==> src/verilog/game_pkg.sv <==
`default_nettype none

package game_pkg;

    // --------------------------------------------------
    // slot state and enemy kinds
    // --------------------------------------------------
    typedef enum logic [2:0] {
        st_move  = 3'd1,
        st_atk_0 = 3'd2,
        st_atk_1 = 3'd3,   // strike phase
        st_atk_2 = 3'd4,
        st_atk_3 = 3'd5,
        st_repel = 3'd6
    } unit_state_t;

    typedef enum logic [1:0] {
        killer_bird = 2'd0,
        white_bear  = 2'd1,
        metal_duck  = 2'd2,
        black_bear  = 2'd3
    } unit_kind_t;

    typedef struct packed {
        logic [11:0] hp;
        logic [8:0]  atk;
        logic [3:0]  cooldown;   // ticks per waiting phase
        logic [4:0]  speed;
        logic [7:0]  range;
    } unit_stats_t;

    function automatic unit_stats_t enemy_stats(input unit_kind_t kind);
        unit_stats_t s;
        case (kind)
            killer_bird: s = '{hp: 12'd200, atk: 9'd40, cooldown: 4'd2, speed: 5'd4, range: 8'd20};
            white_bear:  s = '{hp: 12'd600, atk: 9'd90, cooldown: 4'd4, speed: 5'd2, range: 8'd30};
            metal_duck:  s = '{hp: 12'd900, atk: 9'd60, cooldown: 4'd3, speed: 5'd3, range: 8'd60};
            black_bear:  s = '{hp: 12'd1500, atk: 9'd150, cooldown: 4'd6, speed: 5'd1, range: 8'd25};
            default:     s = '0;
        endcase
        return s;
    endfunction

    // --------------------------------------------------
    // lane geometry and cannon
    // --------------------------------------------------
    localparam logic [9:0]  SPAWN_X     = 10'd10;
    localparam logic [9:0]  TOWER_X     = 10'd570;
    localparam logic [9:0]  REPEL_X     = 10'd250;   // cannon reach
    localparam logic [3:0]  REPEL_TICKS = 4'd10;
    localparam logic [9:0]  REPEL_STEP  = 10'd3;
    localparam logic [11:0] FIRE_DAMAGE = 12'd300;
    localparam logic [7:0]  CHARGE_MAX  = 8'd150;

endpackage

`default_nettype wire
==> src/verilog/game_engine.sv <==
`timescale 1ns/1ps
`default_nettype none

module game_engine #(
    parameter int          NUM_SLOTS = 8,
    parameter logic [11:0] TOWER_HP  = 12'd4000
) (
    input  logic                 clk_25MHz,
    input  logic                 rst,
    input  logic                 tick,
    input  logic                 spawn,
    input  game_pkg::unit_kind_t spawn_kind,
    input  logic                 fire,
    output logic [NUM_SLOTS-1:0] alive,
    output logic [7:0]           charge,
    output logic [11:0]          tower_hp,
    output logic                 game_lose
);

    logic [NUM_SLOTS-1:0] load;   // one-hot
    logic [NUM_SLOTS-1:0] hit;
    logic [8:0]           hit_dmg [NUM_SLOTS];
    logic                 repel;   // cannon shot, broadcast

    unit_spawner #(
        .NUM_SLOTS (NUM_SLOTS)
    ) i_unit_spawner (
        .spawn (spawn),
        .alive (alive),
        .load  (load)
    );

    // --------------------------------------------------
    // enemy lane
    // --------------------------------------------------
    for (genvar i = 0; i < NUM_SLOTS; i++) begin : g_slot
        unit_slot i_unit_slot (
            .clk_25MHz  (clk_25MHz),
            .rst        (rst),
            .tick       (tick),
            .load       (load[i]),
            .spawn_kind (spawn_kind),
            .repel      (repel),
            .alive      (alive[i]),
            .hit        (hit[i]),
            .hit_dmg    (hit_dmg[i])
        );
    end

    tower_keeper #(
        .NUM_SLOTS (NUM_SLOTS),
        .TOWER_HP  (TOWER_HP)
    ) i_tower_keeper (
        .clk_25MHz (clk_25MHz),
        .rst       (rst),
        .tick      (tick),
        .fire      (fire),
        .hit       (hit),
        .hit_dmg   (hit_dmg),
        .repel     (repel),
        .charge    (charge),
        .tower_hp  (tower_hp),
        .game_lose (game_lose)
    );

endmodule

`default_nettype wire

==> src/verilog/tower_keeper.sv <==
`timescale 1ns/1ps
`default_nettype none

module tower_keeper #(
    parameter int          NUM_SLOTS = 8,
    parameter logic [11:0] TOWER_HP  = 12'd4000
) (
    input  logic                 clk_25MHz,
    input  logic                 rst,
    input  logic                 tick,
    input  logic                 fire,
    input  logic [NUM_SLOTS-1:0] hit,
    input  logic [8:0]           hit_dmg [NUM_SLOTS],
    output logic                 repel,
    output logic [7:0]           charge,
    output logic [11:0]          tower_hp,
    output logic                 game_lose
);
    import game_pkg::*;

    localparam int SUM_W = 12 + $clog2(NUM_SLOTS);

    logic [SUM_W-1:0] dmg_sum;
    logic             fire_ok;

    // total damage landing this cycle
    always_comb begin
        dmg_sum = '0;
        for (int i = 0; i < NUM_SLOTS; i++) begin
            if (hit[i]) begin
                dmg_sum = dmg_sum + SUM_W'(hit_dmg[i]);
            end
        end
    end

    assign fire_ok   = fire && (charge == CHARGE_MAX);   // only a full cannon fires
    assign game_lose = (tower_hp == '0);

    always_ff @(posedge clk_25MHz or posedge rst) begin
        if (rst) begin
            tower_hp <= TOWER_HP;
            charge   <= '0;
            repel    <= 1'b0;
        end else begin
            if (dmg_sum >= SUM_W'(tower_hp)) begin
                tower_hp <= '0;   // saturate
            end else begin
                tower_hp <= tower_hp - dmg_sum[11:0];
            end
            repel <= fire_ok;
            if (fire_ok) begin
                charge <= '0;
            end else if (tick && charge < CHARGE_MAX) begin
                charge <= charge + 8'd1;
            end
        end
    end

endmodule

`default_nettype wire

==> src/verilog/unit_slot.sv <==
`timescale 1ns/1ps
`default_nettype none

module unit_slot (
    input  logic                 clk_25MHz,
    input  logic                 rst,
    input  logic                 tick,
    input  logic                 load,
    input  game_pkg::unit_kind_t spawn_kind,
    input  logic                 repel,
    output logic                 alive,
    output logic                 hit,
    output logic [8:0]           hit_dmg
);
    import game_pkg::*;

    unit_kind_t  kind;
    unit_stats_t stats;
    unit_stats_t spawn_stats;
    unit_state_t state;
    unit_state_t state_nxt;
    logic [3:0]  phase;
    logic [3:0]  phase_nxt;
    logic [9:0]  x;
    logic [9:0]  x_nxt;
    logic [11:0] hp;
    logic [11:0] hp_nxt;
    logic        alive_nxt;
    logic        hit_nxt;
    logic        in_range;

    assign stats       = enemy_stats(kind);
    assign spawn_stats = enemy_stats(spawn_kind);
    assign in_range    = ({1'b0, x} + 11'(stats.range)) >= 11'(TOWER_X);

    // --------------------------------------------------
    // next state
    // --------------------------------------------------
    always_comb begin
        alive_nxt = alive;
        state_nxt = state;
        phase_nxt = phase;
        x_nxt     = x;
        hp_nxt    = hp;
        hit_nxt   = 1'b0;
        if (load) begin
            alive_nxt = 1'b1;
            state_nxt = st_move;
            phase_nxt = '0;
            x_nxt     = SPAWN_X;
            hp_nxt    = spawn_stats.hp;
        end else if (repel && alive && x > REPEL_X) begin   // cannon beats tick
            state_nxt = st_repel;
            phase_nxt = '0;
            if (hp <= FIRE_DAMAGE) begin
                alive_nxt = 1'b0;
            end else begin
                hp_nxt = hp - FIRE_DAMAGE;
            end
        end else if (tick && alive) begin
            case (state)
                st_move: begin
                    if (in_range) begin
                        state_nxt = st_atk_0;
                        phase_nxt = '0;
                    end else begin
                        x_nxt = x + 10'(stats.speed);
                    end
                end
                st_atk_0, st_atk_2, st_atk_3: begin
                    if (phase == stats.cooldown) begin
                        phase_nxt = '0;
                        state_nxt = (state == st_atk_0) ? st_atk_1 :
                                    (state == st_atk_2) ? st_atk_3 : st_move;
                    end else begin
                        phase_nxt = phase + 4'd1;
                    end
                end
                st_atk_1: begin
                    hit_nxt   = 1'b1;
                    state_nxt = st_atk_2;
                    phase_nxt = '0;
                end
                st_repel: begin
                    if (phase == REPEL_TICKS) begin
                        state_nxt = st_move;
                        phase_nxt = '0;
                    end else begin
                        phase_nxt = phase + 4'd1;
                        x_nxt     = x - REPEL_STEP;   // pushed back toward spawn
                    end
                end
                default: begin
                    state_nxt = st_move;
                    phase_nxt = '0;
                end
            endcase
        end
    end

    // --------------------------------------------------
    // registers
    // --------------------------------------------------
    always_ff @(posedge clk_25MHz or posedge rst) begin
        if (rst) begin
            alive <= 1'b0;
            state <= st_move;
            phase <= '0;
            hit   <= 1'b0;
        end else begin
            alive <= alive_nxt;
            state <= state_nxt;
            phase <= phase_nxt;
            hit   <= hit_nxt;
        end
    end

    always_ff @(posedge clk_25MHz) begin
        x  <= x_nxt;
        hp <= hp_nxt;
        if (load) begin
            kind <= spawn_kind;
        end
        if (hit_nxt) begin
            hit_dmg <= stats.atk;
        end
    end

endmodule

`default_nettype wire

==> src/verilog/unit_spawner.sv <==
`timescale 1ns/1ps
`default_nettype none

module unit_spawner #(
    parameter int NUM_SLOTS = 8
) (
    input  logic                 spawn,
    input  logic [NUM_SLOTS-1:0] alive,
    output logic [NUM_SLOTS-1:0] load
);

    logic found;

    // lowest free slot wins, spawn dropped when all are taken
    always_comb begin
        load  = '0;
        found = 1'b0;
        if (spawn) begin
            for (int i = 0; i < NUM_SLOTS; i++) begin
                if (!alive[i] && !found) begin
                    load[i] = 1'b1;
                    found   = 1'b1;
                end
            end
        end
    end

endmodule

`default_nettype wire

==> config.mk <==
export PLATFORM = sky130hd
export DESIGN_NAME = game_engine
export DESIGN_NICKNAME = d
export VERILOG_FILES = /design/src/verilog/game_pkg.sv /design/src/verilog/game_engine.sv /design/src/verilog/tower_keeper.sv /design/src/verilog/unit_slot.sv /design/src/verilog/unit_spawner.sv
export SDC_FILE = /design/constraint.sdc
export NUM_CORES = 1
export LEC_CHECK = 0
export BUFFER_PORTS_ARGS = -buffer_cell sky130_fd_sc_hd__buf_2
export CAP_MARGIN = 20
export CORE_UTILIZATION = 70
export CTS_CLUSTER_DIAMETER = 120
export DETAILED_ROUTE_END_ITERATION = 6
export PLACE_DENSITY_LB_ADDON = 0.3
export SLEW_MARGIN = 10
export SYNTH_ARGS = -nofsm -noshare
export SYNTH_HDL_FRONTEND = slang
export SYNTH_HIERARCHICAL = 1
export SYNTH_SLANG_ARGS = --single-unit
==> constraint.sdc <==
create_clock -name clk_25MHz -period 13.93 [get_ports clk_25MHz]
set_input_delay 0.6965 -clock clk_25MHz [delete_from_list [all_inputs] [get_ports clk_25MHz]]
set_output_delay 0.6965 -clock clk_25MHz [all_outputs]
set_load 0.01 [all_outputs]
After elaboration in Yosys (flattened, before gate mapping)
Cells that the tools add are included.
{ "word_totals": {"latchBits": 0, "mem_bits_ro": 0, "memories": 0, "regBits": 357, "ramBits": 0} }
{ "op_classes": {"n_lt_le_gt_ge": 26, "n_mul": 0, "n_eq_ne": 140, "shift": 0, "addsub": 49, "bitwise_logic": 8, "muxes": 274, "reduce_logical": 138, "div_mod_pow": 0} }
{ "op_table": {"columns": ["op", "count"], "rows": [
  ["26-bit one-hot mux with 4 select lines", 8],
  ["12-bit two-way mux", 25],
  ["3-bit two-way mux", 64],
  ["4-bit two-way mux", 48],
  ["10-bit two-way mux", 16],
  ["10-bit one-hot mux with 2 select lines", 8],
  ["38-bit one-hot mux with 4 select lines", 1],
  ["15-bit two-way mux", 7],
  ["12-bit by 9-bit <= comparator with 1-bit output (second input constant)", 8],
  ["4-bit by 2-bit != test with 1-bit output (second input constant)", 24],
  ["3-bit one-hot mux with 4 select lines", 8],
  ["4-bit one-hot mux with 3 select lines", 8],
  ["12-bit by 9-bit subtractor with 12-bit output (second input constant)", 8],
  ["15-bit by 9-bit adder with 15-bit output", 6],
  ["10-bit by 8-bit adder with 11-bit output", 8],
  ["11-bit by 10-bit greater-or-equal comparator with 1-bit output (second input constant)", 8],
  ["10-bit by 5-bit adder with 10-bit output", 8],
  ["10-bit by 8-bit > comparator with 1-bit output (second input constant)", 8],
  ["10-bit by 2-bit subtractor with 10-bit output (second input constant)", 8],
  ["1-bit two-way mux", 77],
  ["3-bit equality test (second input constant)", 24],
  ["2-bit nonzero test", 25],
  ["3-bit by 2-bit equality test with 1-bit output (second input constant)", 16],
  ["2-bit != test (second input constant)", 24],
  ["other kinds (24)", 190]
]} }

Depth between registers and ports, before layout
Gate-level depths: netlist of run 1.
{ "depth": {"depth_word": 32, "ltp_mapped": 53} }

Cells and area by module
Netlist of run 1, hierarchy kept.
{ "modules_own_cells": {"columns": ["mod", "area_per_inst_um2", "n_inst", "cells_each"], "rows": [
  ["unit_slot at g_slot[0].i_unit_slot ...", 2806.4, 5, 306],
  ["tower_keeper", 6014.5, 1, 775],
  ["unit_slot at g_slot[1].i_unit_slot ...", 2854.0, 2, 310],
  ["unit_slot at g_slot[7].i_unit_slot", 2870.3, 1, 315],
  ["unit_spawner", 83.8, 1, 12]
]} }

Worst setup path before layout of run 1
Ideal clock, no wire load.
{ "synth_timing": {"kind": "reg-to-reg", "start": "register g_slot[1].i_unit_slot.hit_dmg[2]", "end": "register i_tower_keeper.tower_hp[10]", "required_ps": 13855, "setup_slack_ps": 4973, "arrival_ps": 8882, "path_stages_with_launch": 49, "path_cell_list": "edfxtp_1 -> buf_6 -> o211a_1 -> o21a_1 -> or3_1 -> nand3_1 -> xnor2_1 -> ha_1 -> a21oi_1 -> nand2_1 -> xor2_1 -> mux2_2 -> ha_1 -> o21a_1 -> o31a_1 -> a21oi_1 -> mux2_2 -> ha_1 -> (+13 left out) -> inv_1 -> ha_1 -> a21oi_1 -> nor2_1 -> a21oi_1 -> o21ai_0 -> xnor2_1 -> xnor2_1 -> o211ai_1 -> xnor2_1 -> ha_1 -> and4_1 -> o21ai_0 -> a21boi_0 -> nor2_1 -> clkbuf_1 -> nand4_1 -> mux2i_1"} }
{ "synth_via": {"elab_chain_len": 16, "word_cells_on_any_way": 17, "cone_classes": "add/sub: 8; order compare: 1; mux: 8"} }
{ "synth_rtl": {"columns": ["element", "line", "rtl"], "rows": [
  ["from (decl)", "unit_slot.sv:13", "output logic [8:0] hit_dmg"],
  ["from (signal assigned)", "unit_slot.sv:125", "hit_dmg <= stats.atk;"],
  ["9-bit by 9-bit adder with 10-bit output *", "tower_keeper.sv:31", "dmg_sum = dmg_sum + SUM_W'(hit_dmg[i]);"],
  ["15-bit two-way mux *", "tower_keeper.sv:30", "if (hit[i]) begin"],
  ["15-bit by 9-bit adder with 15-bit output", "tower_keeper.sv:31", null],
  ["15-bit two-way mux *", "tower_keeper.sv:30", null],
  ["15-bit by 9-bit adder with 15-bit output", "tower_keeper.sv:31", null],
  ["15-bit two-way mux *", "tower_keeper.sv:30", null],
  ["15-bit by 9-bit adder with 15-bit output", "tower_keeper.sv:31", null],
  ["15-bit two-way mux *", "tower_keeper.sv:30", null],
  ["15-bit by 9-bit adder with 15-bit output", "tower_keeper.sv:31", null],
  ["15-bit two-way mux *", "tower_keeper.sv:30", null],
  ["15-bit by 9-bit adder with 15-bit output", "tower_keeper.sv:31", null],
  ["15-bit two-way mux *", "tower_keeper.sv:30", null],
  ["15-bit by 9-bit adder with 15-bit output", "tower_keeper.sv:31", null],
  ["15-bit two-way mux *", "tower_keeper.sv:30", null],
  ["12-bit subtractor or 15-bit by 12-bit greater-or-equal comparator with 1-bit output (tied branches)", "tower_keeper.sv:48, tower_keeper.sv:45", null],
  ["12-bit two-way mux *", "tower_keeper.sv:45", "if (dmg_sum >= SUM_W'(tower_hp)) begin"],
  ["to (signal assigned)", "tower_keeper.sv:48", "tower_hp <= tower_hp - dmg_sum[11:0];"],
  ["to (decl)", "tower_keeper.sv:16", "output logic [11:0] tower_hp,"]
]} }
Mark *: on every way between the ends. The rest lies on a longest branch, timed or not.
A chain may end at the register's enable or synchronous reset.

Worst setup path in the final report of run 1
{ "layout_timing": {"start": "register g_slot[1].i_unit_slot.hit_dmg[2]", "end": "register i_tower_keeper.tower_hp[2]"} }
The elaborated chain is that of the path after synthesis.

==> metrics.txt, run 1 <==
outcome=finished clean; Async SR Flop Fraction=0.2862; Worst-Skew Late Latency=0.56 ns; DRT Pass-1 Iters=6; final net count=3624; post-synthesis simple-gate area fraction=0.1858; clock buffer count from CTS=38; Fin. Hold Viols=0; Clock Power Share=0.154; Sw Pwr=2.748 mW; Buffers on Ports=35; fin crit period=10.53 ns; dpl cell area=0.02930 sq mm; max-slew violation count=0; Initial Util=0.7160; f_max=94.93 MHz; relative slew slack=0.2776; post-synth cell types=118; HP Class=in -> async; Clock Tree Buf Depth=3; Post-synth EDFFs=152; # clock sinks=325; Worst EP arrival=10.99 ns; clk root buf=clkbuf_16; Post-synth top cells=ha_1, inv_1, nor2_1, a21oi_1, o21ai_0; max incr delay on CP=0.77 ns; synthesized instance count=3252; Yosys reg bits=325; first-pass GRT wire length=112600 microns; area delta synth->final=6.045%; Final period util=0.7562; Die ar.=0.04183 sq mm; Initial DRC Count=2361; critical path type=reg -> reg; Synth Area in Adders=0.1555; total grt overflow=0; CP bufs+invs=1; Top FF cell, synth=edfxtp_1; initial antenna violation count=1; internal power=3.311 mW; CTS tree=yes; Avg Inst Size Synth=8.828 sq um; CTS Hold Bufs=0; total chip power=6.059 mW; CP most frequent cell=ha_1; Die H=204.5 microns; multiplexer share of the synthesized area=0.02994; hpwl dp=49930 microns; critical path depth=44; Final Core Density=0.7593; PnR worst setup slack=3.396 ns; hold slack final=0.3084 ns; Synth area leader=edfxtp_1; vias per cell=6.499; reg2reg path depth=44; Post-CTS Setup Bufs=0; actual slew at the worst max-slew pin=1.084 ns; PD cells=199.0 mW/mm^2; core area=0.04010 sq mm; H-Tree Depth=2; detailed-route DRC error count=0; layout cells sized above 1=0.08995; PostCTS Resize Cnt=0; routability congestion estimate=0.9428; ant diodes=0; Worst Path Max Fanout=22; Worst path slowest cell=o21ai_1; delay-heaviest family, CP=compound AO/OA/AOI/OAI gates; Reg clk slew, reported paths=0.06 ns; Inst Count DP=3759; via count=24870; worst slack at placement=3.223 ns; top cell type's share of synthesized area=0.1590; Lkg Pwr=13.22 nW; Final Skew=0.01678 ns; Boundary Pins=36; num rows=73; Design Area, Final=0.03044 sq mm; post-synthesis compound-gate area fraction=0.2132; Die W=204.5 microns; max_cap viols=0; Flop pwr share=0.267; CP Capture Type=flip-flop; mapped cell area=0.02871 sq mm; Multi-input gate area=0.01880 sq mm; Final ANT Viol Nets=0; Sw Ratio=0.4536; largest net degree at the start of global routing=41; unrepaired setup endpoints after global routing=no; DRT Wirelength=68150 microns; worst vdd ir=144.1 uV; Routed WL per cell=17.81 microns; CP required=14.39 ns; Comb pwr share=0.579; Yosys warnings=6; FF+latch area=0.008511 sq mm; final setup violation count=0; sequential fraction of the synthesis area=0.2964; XOR/XNOR Fraction of Synth Area=0.06742; Layout fillers=2809; top-count cell post-synth=ha_1; combinational family with the most area after synthesis=compound AO/OA/AOI/OAI gates; aggregate global-route resource usage=0.3225; non-filler cells, final=3827; top post-synthesis cells by area=edfxtp_1, ha_1, dfrtp_1, dfxtp_1, xnor2_1; Startpoint Class=flip-flop; Final TNS setup=0 ns; vias in the first global route=23740
==> layout make-up <==
class	instances	share of cell area
Inverter	278	0.03428
Clock inverter	12	0.001932
Multi-Input combinational cell	2580	0.6175
Sequential cell	325	0.2795
Timing Repair Buffer	51	0.009699
Clock buffer	56	0.03547
Tap cell	525	0.02158
==> per-layer routing <==
layer	GRT usage	routed length, microns
met4	0.09968	1640
met1	0.4237	29150
met3	0.04136	4543
met2	0.5515	32820
met5	0	0
==> placed cells by master (no fill, tap or decap), types with 25 or more instances in the layout <==
cell | synthesis | layout
a21oi_1 | 246 | 246
a31oi_1 | 25 | 25
and3_1 | 31 | 31
buf_2 | 11 | 35
clkbuf_16 | 0 | 39
dfrtp_1 | 79 | 79
dfxtp_1 | 80 | 80
edfxtp_1 | 152 | 152
ha_1 | 320 | 320
inv_1 | 276 | 276
mux2_2 | 46 | 46
mux2i_1 | 33 | 33
nand2_1 | 189 | 189
nand2b_1 | 50 | 50
nand3_1 | 126 | 126
nand4_1 | 43 | 43
nor2_1 | 247 | 246
nor2b_1 | 82 | 82
nor3_1 | 73 | 71
nor4_1 | 37 | 37
o21a_1 | 31 | 31
o21ai_0 | 197 | 197
o21bai_1 | 29 | 29
o31ai_1 | 31 | 31
or2_2 | 32 | 32
xnor2_1 | 144 | 144
xor2_1 | 72 | 72
==> path summary, 6_finish.rpt <==
kind                                                       end  slack [ns]                             start
max in group asynchronous           i_tower_keeper/tower_hp[6]       12.91                               rst
worst min-delay path            g_slot[4].i_unit_slot/phase[3]        0.31                               rst
worst max-delay path                i_tower_keeper/tower_hp[2]        3.40  g_slot[1].i_unit_slot/hit_dmg[2]
worst max register to register      i_tower_keeper/tower_hp[2]        3.40  g_slot[1].i_unit_slot/hit_dmg[2]
min in group clk_25MHz                    i_tower_keeper/repel        0.48                              fire
worst min register to register      g_slot[3].i_unit_slot/x[5]        0.53        g_slot[3].i_unit_slot/x[5]
==> power groups by stage <==
stage / clock network [mW] / registers [mW] / logic, mW
2_1_floorplan: 0 / 1.49 / 2.79
3_3_place_gp: 0 / 1.60 / 3.22
3_5_place_dp: 0 / 1.62 / 3.41
4_1_cts: 0.949 / 1.60 / 3.44
5_1_grt: 0.983 / 1.65 / 3.88
6_report: 0.933 / 1.62 / 3.51
==> state kept, by name (all words and copies together) (netlist names), 8 cells and up <==
signal and count:
g_slot.i_unit_slot/alive 8, g_slot.i_unit_slot/hit 8, g_slot.i_unit_slot/hit_dmg 56, g_slot.i_unit_slot/hp 80, g_slot.i_unit_slot/kind 16, g_slot.i_unit_slot/phase 32, g_slot.i_unit_slot/state 24, g_slot.i_unit_slot/x 80
i_tower_keeper/charge 8, i_tower_keeper/tower_hp 12
==> kinds of logic (layout without fill, tap and decap cells) <==
kind of cell,after synthesis,in the layout
fa+ha+maj,343,343
other cells,8,16
buf+inv,355,397
compound gates,888,888
flops,325,325
xor+xnor,218,218
simple gates,1035,1035
mux,80,80
==> worst register-to-register path, delay by kind of cell (launching register included) <==
kind	cells	cell delay (ns)
AND/OR/NAND/NOR	10	2.36
flip-flops	1	0.50
buffers and inverters	1	0.09
multiplexers	4	0.96
XOR/XNOR	4	0.68
adder cells (fa/ha/maj)	6	2.00
AO/OA/AOI/OAI	19	3.84
Note: power is estimated with default switching activity, not from simulation.
==> run 2, diff against run 1 <==
--- a/config.mk
+++ b/config.mk
@@ -5,9 +5,10 @@
 export SDC_FILE = /design/constraint.sdc
 export NUM_CORES = 1
 export LEC_CHECK = 0
+export ABC_AREA = 1
 export BUFFER_PORTS_ARGS = -buffer_cell sky130_fd_sc_hd__buf_2
 export CAP_MARGIN = 20
-export CORE_UTILIZATION = 70
+export CORE_UTILIZATION = 66
 export CTS_CLUSTER_DIAMETER = 120
 export DETAILED_ROUTE_END_ITERATION = 6
 export PLACE_DENSITY_LB_ADDON = 0.3
==> constraint.sdc (replaced) <==
create_clock -name clk_25MHz -period 10.88 [get_ports clk_25MHz]
set_input_delay 0.544 -clock clk_25MHz [delete_from_list [all_inputs] [get_ports clk_25MHz]]
set_output_delay 0.544 -clock clk_25MHz [all_outputs]
set_load 0.01 [all_outputs]
==> run 2 against run 1 <==
Via count rose by 5.9%. Critical endpoint is now i_tower_keeper/tower_hp[5]. First-iteration DRC count fell by 19%. Register-to-register slack got worse by 2.3 ns. Die area rose by 9.7%. Critical path depth rose by 6. Cell area rose by 3.7%. Synthesized cell count rose by 24%. Maximum frequency rose by 7.5%. Count of clock-buffer cells in the layout rose by 4.
==> metrics.txt, run 2 <==
outcome=finished clean; Worst Path Max Fanout=14; layout cells sized above 1=0.08796; vias in the first global route=24230; Fin. Hold Viols=0; relative slew slack=0.2776; Initial Util=0.6708; f_max=102.1 MHz; FF+latch area=0.008511 sq mm; max-slew violation count=0; Die ar.=0.04590 sq mm; ant diodes=0; Synth area leader=edfxtp_1; initial antenna violation count=1; Reg clk slew, reported paths=0.06 ns; aggregate global-route resource usage=0.2848; Post-CTS Setup Bufs=0; Startpoint Class=flip-flop; # clock sinks=325; Routed WL per cell=13.97 microns; Multi-input gate area=0.01848 sq mm; Lkg Pwr=15.65 nW; Boundary Pins=36; Sw Pwr=3.636 mW; num rows=77; actual slew at the worst max-slew pin=1.075 ns; top cell type's share of synthesized area=0.1535; Initial DRC Count=1912; Worst-Skew Late Latency=0.58 ns; PD cells=244.4 mW/mm^2; Clock Power Share=0.168; Final Core Density=0.7123; PnR worst setup slack=1.081 ns; fin crit period=9.799 ns; crit path capture=i_tower_keeper/tower_hp[5]; via count=26340; DRT Pass-1 Iters=5; routability congestion estimate=0.9767; Post-synth EDFFs=152; reg2reg path depth=50; Die H=214.2 microns; most common cell after layout, fill and taps aside=nand2_1; Comb pwr share=0.550; Async SR Flop Fraction=0.2862; Sw Ratio=0.4714; worst slack at placement=1.057 ns; CP required=11.36 ns; max_cap viols=0; max incr delay on CP=0.59 ns; detailed-route DRC error count=0; CP Capture Type=flip-flop; Die W=214.2 microns; internal power=4.078 mW; total grt overflow=0; Final Skew=0.03349 ns; Buffers on Ports=35; Layout fillers=3621; final net count=4423; first-pass GRT wire length=111100 microns; Worst R2R Setup Slack=1.08 ns; H-Tree Depth=2; Final ANT Viol Nets=0; synthesized instance count=4041; Yosys warnings=6; final setup violation count=0; vias per cell=5.609; core area=0.04432 sq mm; RR Startpoint=g_slot[0].i_unit_slot/hit; Worst EP arrival=10.27 ns; largest net degree at the start of global routing=41; largest registers=g_slot.i_unit_slot/hp: 80 flops, g_slot.i_unit_slot/x: 80 flops, g_slot.i_unit_slot/hit_dmg: 56 flops; Top FF cell, synth=edfxtp_1; HP Class=in -> async; Flop pwr share=0.281; hpwl dp=49050 microns; Yosys reg bits=325; most frequent cells in the layout=nand2_1, inv_1, nand3_1, nor2_1, ha_1; clk root buf=clkbuf_16; CTS tree=yes; DRT Wirelength=65590 microns; reg-to-reg endpoint=i_tower_keeper/tower_hp[5]; clock buffer count from CTS=39; Avg Inst Size Synth=7.357 sq um; top-count cell post-synth=nand2_1; sequential fraction of the synthesis area=0.2863; crit path from=g_slot[0].i_unit_slot/hit; mapped cell area=0.02973 sq mm; Final TNS setup=0 ns; area delta synth->final=6.174%; Worst path slowest cell=dfrtp_1; worst vdd ir=211.3 uV; unrepaired setup endpoints after global routing=no; post-synth cell types=57; Clock Tree Buf Depth=3; Post-synth top cells=nand2_1, inv_1, nand3_1, nor2_1, ha_1; CP most frequent cell=inv_1; critical path type=reg -> reg; top post-synthesis cells by area=edfxtp_1, ha_1, nand2_1, inv_1, dfrtp_1; Final period util=0.9006
-- run 2: cell count changes after synthesis, sizes merged, moves of 30 or more --
cell | previous run | this run
nand2 | 193 | 894
inv | 278 | 595
nand3 | 126 | 396
nor2 | 248 | 360
xnor2 | 146 | 57
nor2b | 84 | 0
nand4 | 45 | 107
nand2b | 50 | 0
mux2 | 47 | 0
xor2 | 72 | 113
nor4 | 37 | 3
mux2i | 33 | 0
and3 | 32 | 0
o31ai | 31 | 1
-- run 2: cell families (layout without fill, tap and decap cells) --
kind of cell	count (synthesis)	count (layout)	share of synthesized area
adder cells (fa/ha/maj)	343	343	0.1502
AND/OR/NAND/NOR	1905	1905	0.2982
other	8	16	0.001010
AO/OA/AOI/OAI	619	619	0.1194
buffers and inverters	671	726	0.09368
flip-flops	325	325	0.2863
XOR/XNOR	170	170	0.05134
-- run 2: worst max-delay path: cells and delay by family, from the launching register on --
kind | cells | cell delay, ns
flops | 1 | 0.59
compound gates | 15 | 3.39
simple gates | 15 | 1.53
buf+inv | 9 | 0.77
xor+xnor | 3 | 0.50
fa+ha+maj | 8 | 2.91
-- run 2: per-layer routing --
metal | GRT usage | share of wire
met5 | 0 | 0
met4 | 0.09333 | 0.025
met3 | 0.03745 | 0.059
met2 | 0.4731 | 0.46
met1 | 0.3839 | 0.46
-- run 2: through the flow --
stage | instances | total power, mW | hold WS (ns) | cell area [sq um]
2_1_floorplan | 4049 | 5.534 | 0.3712 | 29760
3_3_place_gp | 4619 | 6.251 | 0.4801 | 30270
3_5_place_dp | 4619 | 6.362 | 0.4862 | 30270
4_1_cts | 4691 | 7.699 | 0.1363 | 31530
5_1_grt | 4696 | 8.457 | 0.1764 | 31570
6_report | 4696 | 7.714 | 0.1630 | 31570
-- run 2: timing repair --
item | in CTS | in global routing
setup endpoints to repair | 0 | 1
resized for setup | 0 | 1
hold buffers | 0 | 0
hold endpoints to repair | 0 | 0
-- run 2: power groups by stage --
stage	registers, mW	logic [mW]	clock network (mW)
after CTS	2.16	4.21	1.33
after global routing	2.22	4.86	1.37
after floorplan	2.03	3.51	0
after detailed placement	2.18	4.18	0
after global placement	2.17	4.08	0
final	2.17	4.24	1.30
-- run 2: area by class of cell --
type                       count  area share
timing repair buffer          58     0.01062
multi-input combinational   3053      0.5854
tap                          592     0.02347
inverter                     596     0.07087
clock buffer                  60     0.03603
sequential                   325      0.2696
clock inverter                12    0.004003
-- run 2: worst min-delay path by stage --
stage | start | to
3_3_place_gp | g_slot[6].i_unit_slot/state[0] | g_slot[6].i_unit_slot/state[0]
4_1_cts | rst | g_slot[0].i_unit_slot/phase[1]
3_5_place_dp | g_slot[5].i_unit_slot/state[0] | g_slot[5].i_unit_slot/state[0]
5_1_grt | rst | g_slot[2].i_unit_slot/hit
6_report | rst | g_slot[0].i_unit_slot/phase[1]
2_1_floorplan | rst | g_slot[0].i_unit_slot/alive
